## src/logic/video_pkg.sv

```systemverilog
// Video output path package
// Channel widths, colour vector types and the pixel structs passed between stages
`default_nettype none

package video_pkg;

    // Game colour channel width
    localparam int COLORW = 4;
    // One extra bit after the bandwidth filter
    localparam int BWW    = COLORW + 1;
    // Output channel width
    localparam int OUTW   = 8;

    typedef logic [COLORW-1:0] color_in_t;
    typedef logic [BWW-1:0]    color_bw_t;
    typedef logic [OUTW-1:0]   color_out_t;

    // Raw game pixel, blanking flags are active low
    typedef struct packed {
        color_in_t r;
        color_in_t g;
        color_in_t b;
        logic      lhbl;
        logic      lvbl;
        logic      hs;
        logic      vs;
    } vid_in_t;

    // Filtered pixel with widened channels
    typedef struct packed {
        color_bw_t r;
        color_bw_t g;
        color_bw_t b;
        logic      lhbl;
        logic      lvbl;
        logic      hs;
        logic      vs;
    } vid_bw_t;

    // Final 8-bit pixel with data enable
    typedef struct packed {
        color_out_t r;
        color_out_t g;
        color_out_t b;
        logic       hs;
        logic       vs;
        logic       de;
    } vid_out_t;

endpackage

`default_nettype wire

```

## src/logic/video_capture.sv

```systemverilog
// Video capture stage
// Registers game colour, blanking and syncs on the pixel strobe and keeps the prior pixel
`timescale 1ns/1ps
`default_nettype none

module video_capture
    import video_pkg::*;
(
    input  logic    clk_sys,
    input  logic    rst_n,
    input  logic    pxl_cen,
    input  vid_in_t pxl_in,
    output vid_in_t pxl_out,
    output vid_in_t pxl_prev
);

    // Current pixel, isolates game timing from the output path
    always_ff @(posedge clk_sys or negedge rst_n) begin
        if (!rst_n) begin
            pxl_out <= '0;
        end else if (pxl_cen) begin
            pxl_out <= pxl_in;
        end
    end

    // Pixel held one strobe earlier, used by the filter
    always_ff @(posedge clk_sys or negedge rst_n) begin
        if (!rst_n) begin
            pxl_prev <= '0;
        end else if (pxl_cen) begin
            pxl_prev <= pxl_out;
        end
    end

endmodule

`default_nettype wire

```

## src/logic/bw_filter.sv

```systemverilog
// Bandwidth limiting filter
// Averages each pixel with the one before it and widens every channel by one bit
`timescale 1ns/1ps
`default_nettype none

module bw_filter
    import video_pkg::*;
(
    input  logic    clk_sys,
    input  logic    rst_n,
    input  logic    pxl_cen,
    input  logic    bw_en,
    input  vid_in_t pxl_cur,
    input  vid_in_t pxl_prev,
    output vid_bw_t pxl_out
);

    vid_bw_t bw_next;

    // Sum of two neighbours, twice their average
    function automatic color_bw_t chan_sum(
        input color_in_t cur,
        input color_in_t prev
    );
        color_bw_t sum;
        sum = {1'b0, cur} + {1'b0, prev};
        return sum;
    endfunction

    // Bypass doubles the value so both modes share the same scale
    function automatic color_bw_t chan_dbl(input color_in_t cur);
        color_bw_t dbl;
        dbl = {cur, 1'b0};
        return dbl;
    endfunction

    // One channel through the selected mode
    function automatic color_bw_t chan_filt(
        input logic      en,
        input color_in_t cur,
        input color_in_t prev
    );
        color_bw_t res;
        if (en) begin
            res = chan_sum(cur, prev);
        end else begin
            res = chan_dbl(cur);
        end
        return res;
    endfunction

    always_comb begin
        bw_next.r    = chan_filt(bw_en, pxl_cur.r, pxl_prev.r);
        bw_next.g    = chan_filt(bw_en, pxl_cur.g, pxl_prev.g);
        bw_next.b    = chan_filt(bw_en, pxl_cur.b, pxl_prev.b);
        // Timing follows the current pixel so syncs stay with the colour
        bw_next.lhbl = pxl_cur.lhbl;
        bw_next.lvbl = pxl_cur.lvbl;
        bw_next.hs   = pxl_cur.hs;
        bw_next.vs   = pxl_cur.vs;
    end

    always_ff @(posedge clk_sys or negedge rst_n) begin
        if (!rst_n) begin
            pxl_out <= '0;
        end else if (pxl_cen) begin
            pxl_out <= bw_next;
        end
    end

endmodule

`default_nettype wire

```

## src/logic/color_expand.sv

```systemverilog
// Colour expansion stage
// Widens channels to 8 bits, forms data enable and blacks out the colour during blanking
`timescale 1ns/1ps
`default_nettype none

module color_expand
    import video_pkg::*;
(
    input  logic     clk_sys,
    input  logic     rst_n,
    input  logic     pxl_cen,
    input  vid_bw_t  pxl_in,
    output vid_out_t pxl_out
);

    logic     de;
    vid_out_t exp_next;

    // Top bits repeated into the low end so full scale maps to 0xff
    function automatic color_out_t extend8(input color_bw_t c);
        color_out_t res;
        res = {c, c[BWW-1:BWW-3]};
        return res;
    endfunction

    // Both blanking flags are active low
    assign de = pxl_in.lhbl & pxl_in.lvbl;

    always_comb begin
        if (de) begin
            exp_next.r = extend8(pxl_in.r);
            exp_next.g = extend8(pxl_in.g);
            exp_next.b = extend8(pxl_in.b);
        end else begin
            exp_next.r = '0;
            exp_next.g = '0;
            exp_next.b = '0;
        end
        exp_next.hs = pxl_in.hs;
        exp_next.vs = pxl_in.vs;
        exp_next.de = de;
    end

    always_ff @(posedge clk_sys or negedge rst_n) begin
        if (!rst_n) begin
            pxl_out <= '0;
        end else if (pxl_cen) begin
            pxl_out <= exp_next;
        end
    end

endmodule

`default_nettype wire

```

## src/logic/video_out_top.sv

```systemverilog
// Analog-style video output path
// Capture, bandwidth filter and 8-bit expansion chained on the pixel strobe
`timescale 1ns/1ps
`default_nettype none

module video_out_top
    import video_pkg::*;
(
    input  logic       clk_sys,
    input  logic       rst_n,
    input  logic       pxl_cen,
    input  logic       bw_en,
    // Game video
    input  color_in_t  game_r,
    input  color_in_t  game_g,
    input  color_in_t  game_b,
    input  logic       lhbl,
    input  logic       lvbl,
    input  logic       hs,
    input  logic       vs,
    // Output video
    output color_out_t video_r,
    output color_out_t video_g,
    output color_out_t video_b,
    output logic       video_hs,
    output logic       video_vs,
    output logic       video_de
);

    vid_in_t  game_pxl;
    vid_in_t  cap_pxl;
    vid_in_t  cap_prev;
    vid_bw_t  bw_pxl;
    vid_out_t out_pxl;

    assign game_pxl = '{r: game_r, g: game_g, b: game_b,
                        lhbl: lhbl, lvbl: lvbl, hs: hs, vs: vs};

    video_capture u_capture (
        .clk_sys  ( clk_sys  ),
        .rst_n    ( rst_n    ),
        .pxl_cen  ( pxl_cen  ),
        .pxl_in   ( game_pxl ),
        .pxl_out  ( cap_pxl  ),
        .pxl_prev ( cap_prev )
    );

    bw_filter u_bw_filter (
        .clk_sys  ( clk_sys  ),
        .rst_n    ( rst_n    ),
        .pxl_cen  ( pxl_cen  ),
        .bw_en    ( bw_en    ),
        .pxl_cur  ( cap_pxl  ),
        .pxl_prev ( cap_prev ),
        .pxl_out  ( bw_pxl   )
    );

    color_expand u_expand (
        .clk_sys  ( clk_sys  ),
        .rst_n    ( rst_n    ),
        .pxl_cen  ( pxl_cen  ),
        .pxl_in   ( bw_pxl   ),
        .pxl_out  ( out_pxl  )
    );

    assign video_r  = out_pxl.r;
    assign video_g  = out_pxl.g;
    assign video_b  = out_pxl.b;
    assign video_hs = out_pxl.hs;
    assign video_vs = out_pxl.vs;
    assign video_de = out_pxl.de;

endmodule

`default_nettype wire

```

## config.mk

```make
export PLATFORM = sky130hd
export DESIGN_NAME = video_out_top
export DESIGN_NICKNAME = d
export VERILOG_FILES = /design/src/logic/video_pkg.sv /design/src/logic/video_capture.sv /design/src/logic/bw_filter.sv /design/src/logic/color_expand.sv /design/src/logic/video_out_top.sv
export SDC_FILE = /design/constraint.sdc
export NUM_CORES = 1
export LEC_CHECK = 0
export ABC_AREA = 1
export CORE_UTILIZATION = 34
export CTS_BUF_LIST = sky130_fd_sc_hd__clkbuf_2
export CTS_CLUSTER_SIZE = 16
export DETAILED_ROUTE_END_ITERATION = 6
export DONT_BUFFER_PORTS = 1
export GPL_TIMING_DRIVEN = 1
export SLEW_MARGIN = 15
export SYNTH_ARGS = -nofsm -noshare
export SYNTH_HDL_FRONTEND = slang
export SYNTH_SLANG_ARGS = --single-unit
```

## constraint.sdc

```tcl
create_clock -name clk_sys -period 1.6 [get_ports clk_sys]
set_input_delay 0.16 -clock clk_sys [delete_from_list [all_inputs] [get_ports clk_sys]]
set_output_delay 0.16 -clock clk_sys [all_outputs]
set_load 0.05 [all_outputs]
```

### Yosys cells after proc, flatten, opt, wreduce, memory -nomap -nowiden

Cells that the tools add are included.

| storage, ports and cells | value |
|---|---|
| register bits | 74 |
| bits of input ports | 20 |
| word-level logic and storage cells | 31 |

| operators by class | value |
|---|---|
| add/sub/neg operators | 3 |
| mux-type cells | 4 |
| bitwise gates (word level) | 1 |

Operators with widths:

| cell | count |
|---|---|
| 2-to-1 mux 24 bit | 1 |
| adder 4 x 4 -> 5 bit | 3 |
| 2-to-1 mux 5 bit | 3 |
| bitwise AND 1 bit | 1 |

### Depth between registers and ports, before layout

Gate-level depths: netlist of run 1.

| logic depth | value |
|---|---|
| depth after elaboration | 2 |
| depth in mapped cells | 8 |
| gate-level depth less buffers | 8 |

### Modules after synthesis

From an unflattened synthesis of run 1, not the netlist that was laid out.

| unflattened totals | value |
|---|---|
| cell total of the unflattened synthesis | 392 |
| area, all modules | 3397.0 um2 |

Modules (own cells, without submodules):

| module | instances | cells an instance | area each (um2) | seq. area each (um2) |
|---|---|---|---|---|
| video_capture | 1 | 136 | 1297.5 | 800.8 |
| bw_filter | 1 | 167 | 1268.7 | 475.5 |
| color_expand | 1 | 89 | 830.8 | 450.4 |

### Worst setup path before layout of run 1

Ideal clock, no wire load.

| timing | value |
|---|---|
| kind | reg-to-reg |
| start point | reg u_capture.pxl_out[12] in the netlist's numbering |
| end point | reg u_bw_filter.pxl_out[16] in the netlist's numbering |
| setup time | 0.129 ns |
| data arrival time | 1.275 ns |
| slack | 0.196 ns |
| stages on the path, launching flop included | 7 |
| path buffers | 0 |
| clock period less this slack | 1.404 ns |
| path through | dfrtp_1 -> ha_1 -> inv_1 -> fa_1 -> xnor2_1 -> o21ai_0 -> o21ai_0 |

| between the ends | value |
|---|---|
| cells in the longest elaborated chain, start to end | 2 |

Ends and longest elaborated chain:

| element | line | text |
|---|---|---|
| start, declared | video_capture.sv:13 | `output vid_in_t pxl_out,` |
| start signal, assigned | video_capture.sv:22 | `pxl_out <= pxl_in;` |
| adder 4 x 4 -> 5 bit | bw_filter.sv:26 | `sum = {1'b0, cur} + {1'b0, prev};` |
| 2-to-1 mux 5 bit | bw_filter.sv:44 | `if (en) begin` |
| end signal, assigned | bw_filter.sv:67 | `pxl_out <= bw_next;` |
| end, declared | bw_filter.sv:15 | `output vid_bw_t pxl_out` |

Every way passes these cells.
A chain may end at the register's enable or synchronous reset.

### Worst setup path in the final report of run 1

| timing | value |
|---|---|
| start point | reg u_capture.pxl_out[8] in the netlist's numbering |
| end point | reg u_bw_filter.pxl_out[10] in the netlist's numbering |

| between the ends | value |
|---|---|
| cells in the longest elaborated chain, start to end | 2 |

Ends and longest elaborated chain:

| element | line |
|---|---|
| adder 4 x 4 -> 5 bit | bw_filter.sv:26 |
| 2-to-1 mux 5 bit (*) | bw_filter.sv:44 |

Every way passes the cells marked *; elsewhere a longest branch is shown, timed or not.

==> flow_summary_export.csv, run 1 <==
group,metric,value,unit
run_status,status,"complete, no violations",
placement,gp_congestion,0.7756,
pwr,vdd_drop_max,0.4752,mV
logic_synthesis,yosys.cell_count.top_type,"nand2_1",
sta,finClkSkew,0.01051,ns
logic_synthesis,synth.avg_cell_area,8.744,µm²
cells_and_area,final_cells,481,
detailed_routing,via_per_inst,4.705,
cells_and_area,post-route-util,41.75,%
logic_synthesis,syn_nets,380,
pwr,finalPower,3.607,mW
pwr,powerDensity,1031,nW/µm²
cells_and_area,nNetsFinal,406,
critical_path,start_kind,"register",
cells_and_area,drive_above_1_share,12.23,%
placement,place_ws,0.1018,ns
sta,tns,0,ns
sta,slew_violations,0,
critical_path,crit_family,"adder cells",
sta,rsz0062_at_grt,"yes",
grt,grt_antenna_before_repair,0,
floorplanning,core,8382,µm²
clock_tree,clock_sinks,65,
placement,placed_cells,439,
logic_synthesis,syn_inst,345,
critical_path,crit_buf_inv,1,
detailed_routing,first_pass_iters,4,
clock_tree,clock_latency,0.49,ns
clock_tree,numCtsBuffers,9,
critical_path,critPathMostFrequentCell,"o21ai_1",
clock_tree,cts_root_buf,"clkbuf_2",
cells_and_area,regArea,1627,µm²
cells_and_area,area_growth,16.01,%
critical_path,endpoint_kind,"register",
sta,setup_viol_count_final,0,
logic_synthesis,yosysTopAreaCell,"dfrtp_1",
cells_and_area,multi_input_area,1092,µm²
grt,grt_usage,15.31,%
sta,fin_crit,1.539,ns
critical_path,cp_slowest_cell,"fa_2",
cells_and_area,antenna_cells,0,
clock_tree,cts_htree_levels,3,
sta,hold_ws,0.1543,ns
detailed_routing,vias,2263,
logic_synthesis,synth_ff_type,"dfrtp_1",
floorplanning,dieArea,9253,µm²
placement,placed_area,3099,µm²
floorplanning,io_pins,47,
sta,fmax,649.9,MHz
logic_synthesis,synth.top_cell.area_share,53.92,%
grt,grt_max_degree,66,
logic_synthesis,ys_types,19,
sta,layout_setup_ws,0.06123,ns
run,drv_cap,0,
clock_tree,clockBufferDepth,2,
logic_synthesis,synth_area,3017,µm²
sta,hold_viol,0,
logic_synthesis,ys_async_sr_fraction,100.0,%
floorplanning,die_h,96.20,µm
critical_path,worstPathCellList,"ha_2, inv_2, fa_2, a21oi_2, o21ai_1, o21ai_1",
critical_path,crit_fanout,3,
floorplanning,fp.dieW,96.20,µm
critical_path,critPathMaxStageDelay,0.55,ns
worst_hold_path,min_path_type,"in2reg",
detailed_routing,dr.first_iter.drc_count,98,
grt,grt-ovfl-total,0,
sta,period_share,96.17,%
critical_path,cp_data_arrival_time,1.93,ns
grt,grt_pass1_vias,2344,
detailed_routing,ant_nets,0,
grt,grt_pass1_wl,10540,µm
detailed_routing,avgRoutedWirePerCell,12.85,µm
placement,dp_hpwl,3910,µm
logic_synthesis,ys_seq_elements,65,
placement,io_buffers,0,
clock_tree,cts_tree,"done",
pwr,p_leak,1.774,nW
detailed_routing,drc,0,
critical_path,cp.required,1.99,ns
logic_synthesis,synth.area.top_cells,"dfrtp_1, nand2_1, o21ai_0, inv_1, ha_1",
floorplanning,start_util,35.99,%
logic_synthesis,synth_edf_count,0,
detailed_routing,routed_wl,6183,µm
floorplanning,fp-row-count,33,
cells_and_area,fin_area,3500,µm²
sta,worst_pin_slew,0.5030,ns
logic_synthesis,yosys_warnings,0,
cells_and_area,nFillCells,848,
clock_tree,clk_pin_slew,0.18,ns
sta,slew_headroom,66.46,%
logic_synthesis,ys_top_cells_by_count,"nand2_1, dfrtp_1, inv_1",
critical_path,worst-setup-path-type,"reg2reg",
logic_synthesis,yosysSeqAreaShare,53.92,%
## registers in the layout, summed over array words and instances (netlist names)
signal               cells
u_capture.pxl_out       16
u_expand.pxl_out        18
u_capture.pxl_prev      12
u_bw_filter.pxl_out     19
## metal layers
layer	up-vias	global-route usage [%]	part of all wire [%]
li1	1127	-	-
met1	1083	17.58	46
met2	44	26.60	48
met3	9	5.292	4.3
met4	0	4.851	1.1
met5	-	0	0
## cell usage in the layout (no fill, tap or decap), types with 2 or more instances in the layout
cell and n:
nand3_1 8, clkbuf_2 9, fa_2 3, o21ai_1 18, nor2_1 9, a21oi_1 11
o21ai_0 36, clkinv_2 4, dfrtp_1 65, dlygate4sd3_1 19, inv_1 40, buf_12 2
nand2_1 109, buf_4 17, a22oi_1 2, ha_2 2, inv_2 2, ha_1 10
## final timing paths
kind / from / endpoint / slack, ns / cells past startpoint
max: u_capture.pxl_out[8]$_DFFE_PN0P_ / u_bw_filter.pxl_out[10]$_DFFE_PN0P_ / 0.06 / 6
min: bw_en / u_bw_filter.pxl_out[6]$_DFFE_PN0P_ / 0.15 / 3
max reg2reg: u_capture.pxl_out[8]$_DFFE_PN0P_ / u_bw_filter.pxl_out[10]$_DFFE_PN0P_ / 0.06 / 6
min reg2reg: u_capture.pxl_out[0]$_DFFE_PN0P_ / u_capture.pxl_out[0]$_DFFE_PN0P_ / 0.49 / 2
max in group asynchronous: rst_n / u_capture.pxl_prev[12]$_DFFE_PN0P_ / 1.12 / 2
min in group asynchronous: rst_n / u_bw_filter.pxl_out[13]$_DFFE_PN0P_ / 0.22 / 2
## cell type report
cell class                      instances  share of cell area [%]
Tap cell                              105                   3.754
Timing Repair Buffer                   39                   11.01
Sequential cell                        65                   46.48
Clock buffer                            9                   1.287
Inverter                               42                   4.505
Clock inverter                          7                   1.752
Multi-Input combinational cell        214                   31.21
## worst min-delay path, stage by stage
cell and delay [ns]:
inv_1 0.18, a21oi_1 0.21, a22oi_1 0.08
## repair_timing
item,4_1_cts,5_1_grt
hold buffers,21,0
resized for setup,0,10
buffers inserted,0,5
endpoints found under the hold margin,109,0
endpoints found under the setup margin,0,6
## report_power, final
part | switching (mW) | internal [mW] | leakage [nW]
Combinational | 0.463 | 0.268 | 0.882
Clock | 0.594 | 0.344 | 0.0689
Sequential | 0.130 | 1.81 | 0.823
Total | 1.19 | 2.42 | 1.77
## kinds of logic (layout without fill, tap and decap cells)
family          count (synthesis)  count (layout)  share of synthesized area [%]
simple gates                  130             130                          16.88
compound gates                 68              68                          11.45
buf+inv                        66              97                          10.49
flops                          65              65                          53.92
fa+ha+maj                      15              15                          6.968
xor+xnor                        1               1                         0.2904
(Power assumes the default switching activity.)
==> run 2: changes to the inputs <==
--- a/config.mk
+++ b/config.mk
@@ -12,6 +12,7 @@
 export DETAILED_ROUTE_END_ITERATION = 6
 export DONT_BUFFER_PORTS = 1
 export GPL_TIMING_DRIVEN = 1
+export PLACE_DENSITY = 0.47
 export SLEW_MARGIN = 15
 export SYNTH_ARGS = -nofsm -noshare
 export SYNTH_HDL_FRONTEND = slang
==> run 2 against run 1 <==
Die area unchanged. Clock power increased by 71%. Clock skew rose by 0.017 ns. Cell count up 0.62%. Global-route usage shrank 0.078 points. Power rose by 18%. Register-to-register slack better by 0.04 ns. Via count decreased by 2.8%. Non-clock buffer count up 3. Combinational power fell by 0.7%.
==> flow_summary_export.csv, run 2 (synthesized netlist as in run 1, its figures left out) <==
group,metric,value,unit
pwr,pwr-share-clk,37.5,%
clock_tree,clock_sinks,65,
cells_and_area,antenna_cells,0,
detailed_routing,via_per_inst,4.545,
pwr,switchingPower,1.201,mW
sta,slew_violations,0,
critical_path,reg2regPathDepth,6,
sta,finClkSkew,0.02796,ns
sta,layout_setup_ws,0.09774,ns
grt,grt_antenna_before_repair,0,
sta,slew_headroom,66.02,%
placement,gp_congestion,0.7349,
critical_path,critPathMostFrequentCell,"o21ai_1",
detailed_routing,dr.first_iter.drc_count,131,
critical_path,worstPathCellList,"ha_2, inv_1, fa_2, a21oi_1, o21ai_1, o21ai_1",
clock_tree,cts_root_buf,"clkbuf_2",
placement,dp_hpwl,3905,µm
clock_tree,clk_pin_slew,0.19,ns
critical_path,crit_family,"adder cells",
cells_and_area,largest-register,"u_bw_filter.pxl_out",
pwr,seqPwrFrac,45.5,%
placement,placed_area,3102,µm²
worst_hold_path,min_to,"u_bw_filter.pxl_out[6]$_DFFE_PN0P_",
cells_and_area,reg_top3,"u_bw_filter.pxl_out: 19 flops, u_expand.pxl_out: 18 flops, u_capture.pxl_out: 16 flops",
pwr,powerDensity,1178,nW/µm²
critical_path,start_kind,"register",
sta,period_share,93.89,%
run_status,status,"complete, no violations",
grt,grt_pass1_wl,10440,µm
detailed_routing,routed.top_layer,"met4",
detailed_routing,ant_nets,0,
grt,grt_usage,15.23,%
cells_and_area,drive_above_1_share,12.40,%
floorplanning,start_util,35.99,%
cells_and_area,area_growth,19.99,%
run,drv_cap,0,
cells_and_area,largest_reg_flops,19,
clock_tree,cts_htree_levels,3,
floorplanning,dieArea,9253,µm²
sta,hold_ws,0.1548,ns
critical_path,crit_buf_inv,1,
critical_path,cp.required,1.99,ns
cells_and_area,layout_common_cells,"nand2_1, dfrtp_1, inv_1",
detailed_routing,drc,0,
detailed_routing,routed_wl,6129,µm
sta,fmax,665.7,MHz
pwr,swShare,28.15,%
critical_path,worst-setup-path-type,"reg2reg",
pwr,comb_power_share,17.0,%
placement,io_buffers,0,
floorplanning,core,8382,µm²
pwr,finalPower,4.265,mW
detailed_routing,vias,2200,
worst_hold_path,hold_path_depth,3,
sta,worst_pin_slew,0.5080,ns
worst_hold_path,min_path_type,"in2reg",
worst_hold_path,hold_path_startpoint,"bw_en",
grt,grt_pass1_vias,2263,
detailed_routing,first_pass_iters,4,
critical_path,r2r_slack,0.1,ns
critical_path,endpoint_kind,"register",
detailed_routing,avgRoutedWirePerCell,12.66,µm
floorplanning,fp.dieW,96.20,µm
floorplanning,die_h,96.20,µm
critical_path,cp_slowest_cell,"fa_2",
critical_path,critPathMaxStageDelay,0.51,ns
sta,rsz0062_at_grt,"yes",
critical_path,cp_data_arrival_time,1.90,ns
sta,hold_viol,0,
detailed_routing,met3RoutedLength,260,µm
pwr,vdd_drop_max,0.5549,mV
critical_path,reg2reg_to,"u_bw_filter.pxl_out[5]$_DFFE_PN0P_",
clock_tree,clockBufferDepth,2,
grt,grt-ovfl-total,0,
grt,grt_max_degree,66,
floorplanning,io_pins,47,
detailed_routing,met2_length,2987,µm
detailed_routing,met1_length,2819,µm
critical_path,r2r_start,"u_capture.pxl_out[4]$_DFFE_PN0P_",
sta,fin_crit,1.502,ns
cells_and_area,fin_area,3620,µm²
pwr,power.internal,3.064,mW
cells_and_area,final_common_cell,"nand2_1",
pwr,p_leak,1.827,nW
placement,place_ws,0.06782,ns
clock_tree,cts_tree,"done",
critical_path,crit_fanout,3,
floorplanning,fp-row-count,33,
sta,setup_viol_count_final,0,
cells_and_area,nNetsFinal,409,
clock_tree,clock_latency,0.49,ns
clock_tree,numCtsBuffers,9,
sta,tns,0,ns
==> run 2: how the worst max path moves through the flow <==
stage	startpoint	endpoint	slack, ns	depth (start not counted)
2_1_floorplan	u_capture.pxl_out[12]$_DFFE_PN0P_	u_bw_filter.pxl_out[16]$_DFFE_PN0P_	0.20	6
3_3_place_gp	u_capture.pxl_out[12]$_DFFE_PN0P_	u_bw_filter.pxl_out[16]$_DFFE_PN0P_	0.11	6
3_5_place_dp	u_capture.pxl_out[12]$_DFFE_PN0P_	u_bw_filter.pxl_out[16]$_DFFE_PN0P_	0.07	6
4_1_cts	u_capture.pxl_out[12]$_DFFE_PN0P_	u_bw_filter.pxl_out[16]$_DFFE_PN0P_	0.05	6
5_1_grt	u_capture.pxl_out[12]$_DFFE_PN0P_	u_bw_filter.pxl_out[16]$_DFFE_PN0P_	-0.02	6
6_report	u_capture.pxl_out[4]$_DFFE_PN0P_	u_bw_filter.pxl_out[5]$_DFFE_PN0P_	0.1	6
==> run 2: power by group through the flow <==
stage	logic [mW]	registers (mW)	clock network [mW]
floorplan	0.458	2.01	0
global placement	0.589	1.97	0
detailed placement	0.593	1.97	0
CTS	0.709	1.94	1.65
global route	0.841	1.96	1.72
finish	0.726	1.94	1.60
==> run 2: through the flow <==
stage,utilization [%],cells
2_1_floorplan,-,345
3_3_place_gp,37.01,441
3_5_place_dp,37.01,441
4_1_cts,42.45,479
5_1_grt,43.19,484
6_report,43.19,484
==> run 2: layout make-up <==
cell class                      count  area, µm²
Multi-Input combinational cell    214       1095
Inverter                           42      157.7
Fill cell                         840       4762
Clock inverter                      7      166.4
Sequential cell                    65       1627
Clock buffer                        9      45.04
Timing Repair Buffer               42      397.9
Tap cell                          105      131.4
==> run 2: worst min-delay path, delay by kind of cell <==
family          cells  cell delay (ns)
buf+inv             1             0.19
compound gates      2             0.28
==> run 2: per-layer routing <==
metal  global-route usage [%]  vias up
met4                    4.478        0
met1                    18.10     1026
met2                    26.00       40
li1                         -     1129
met5                        0        -
met3                    5.134        5
==> run 2: what timing repair did <==
action / in CTS / in global routing
resized for setup: 0 / 9
pin swaps: 0 / 2
hold buffers: 21 / 1
setup buffers: 1 / 4
endpoints found under the hold margin: 110 / 1
endpoints found under the setup margin: 1 / 7
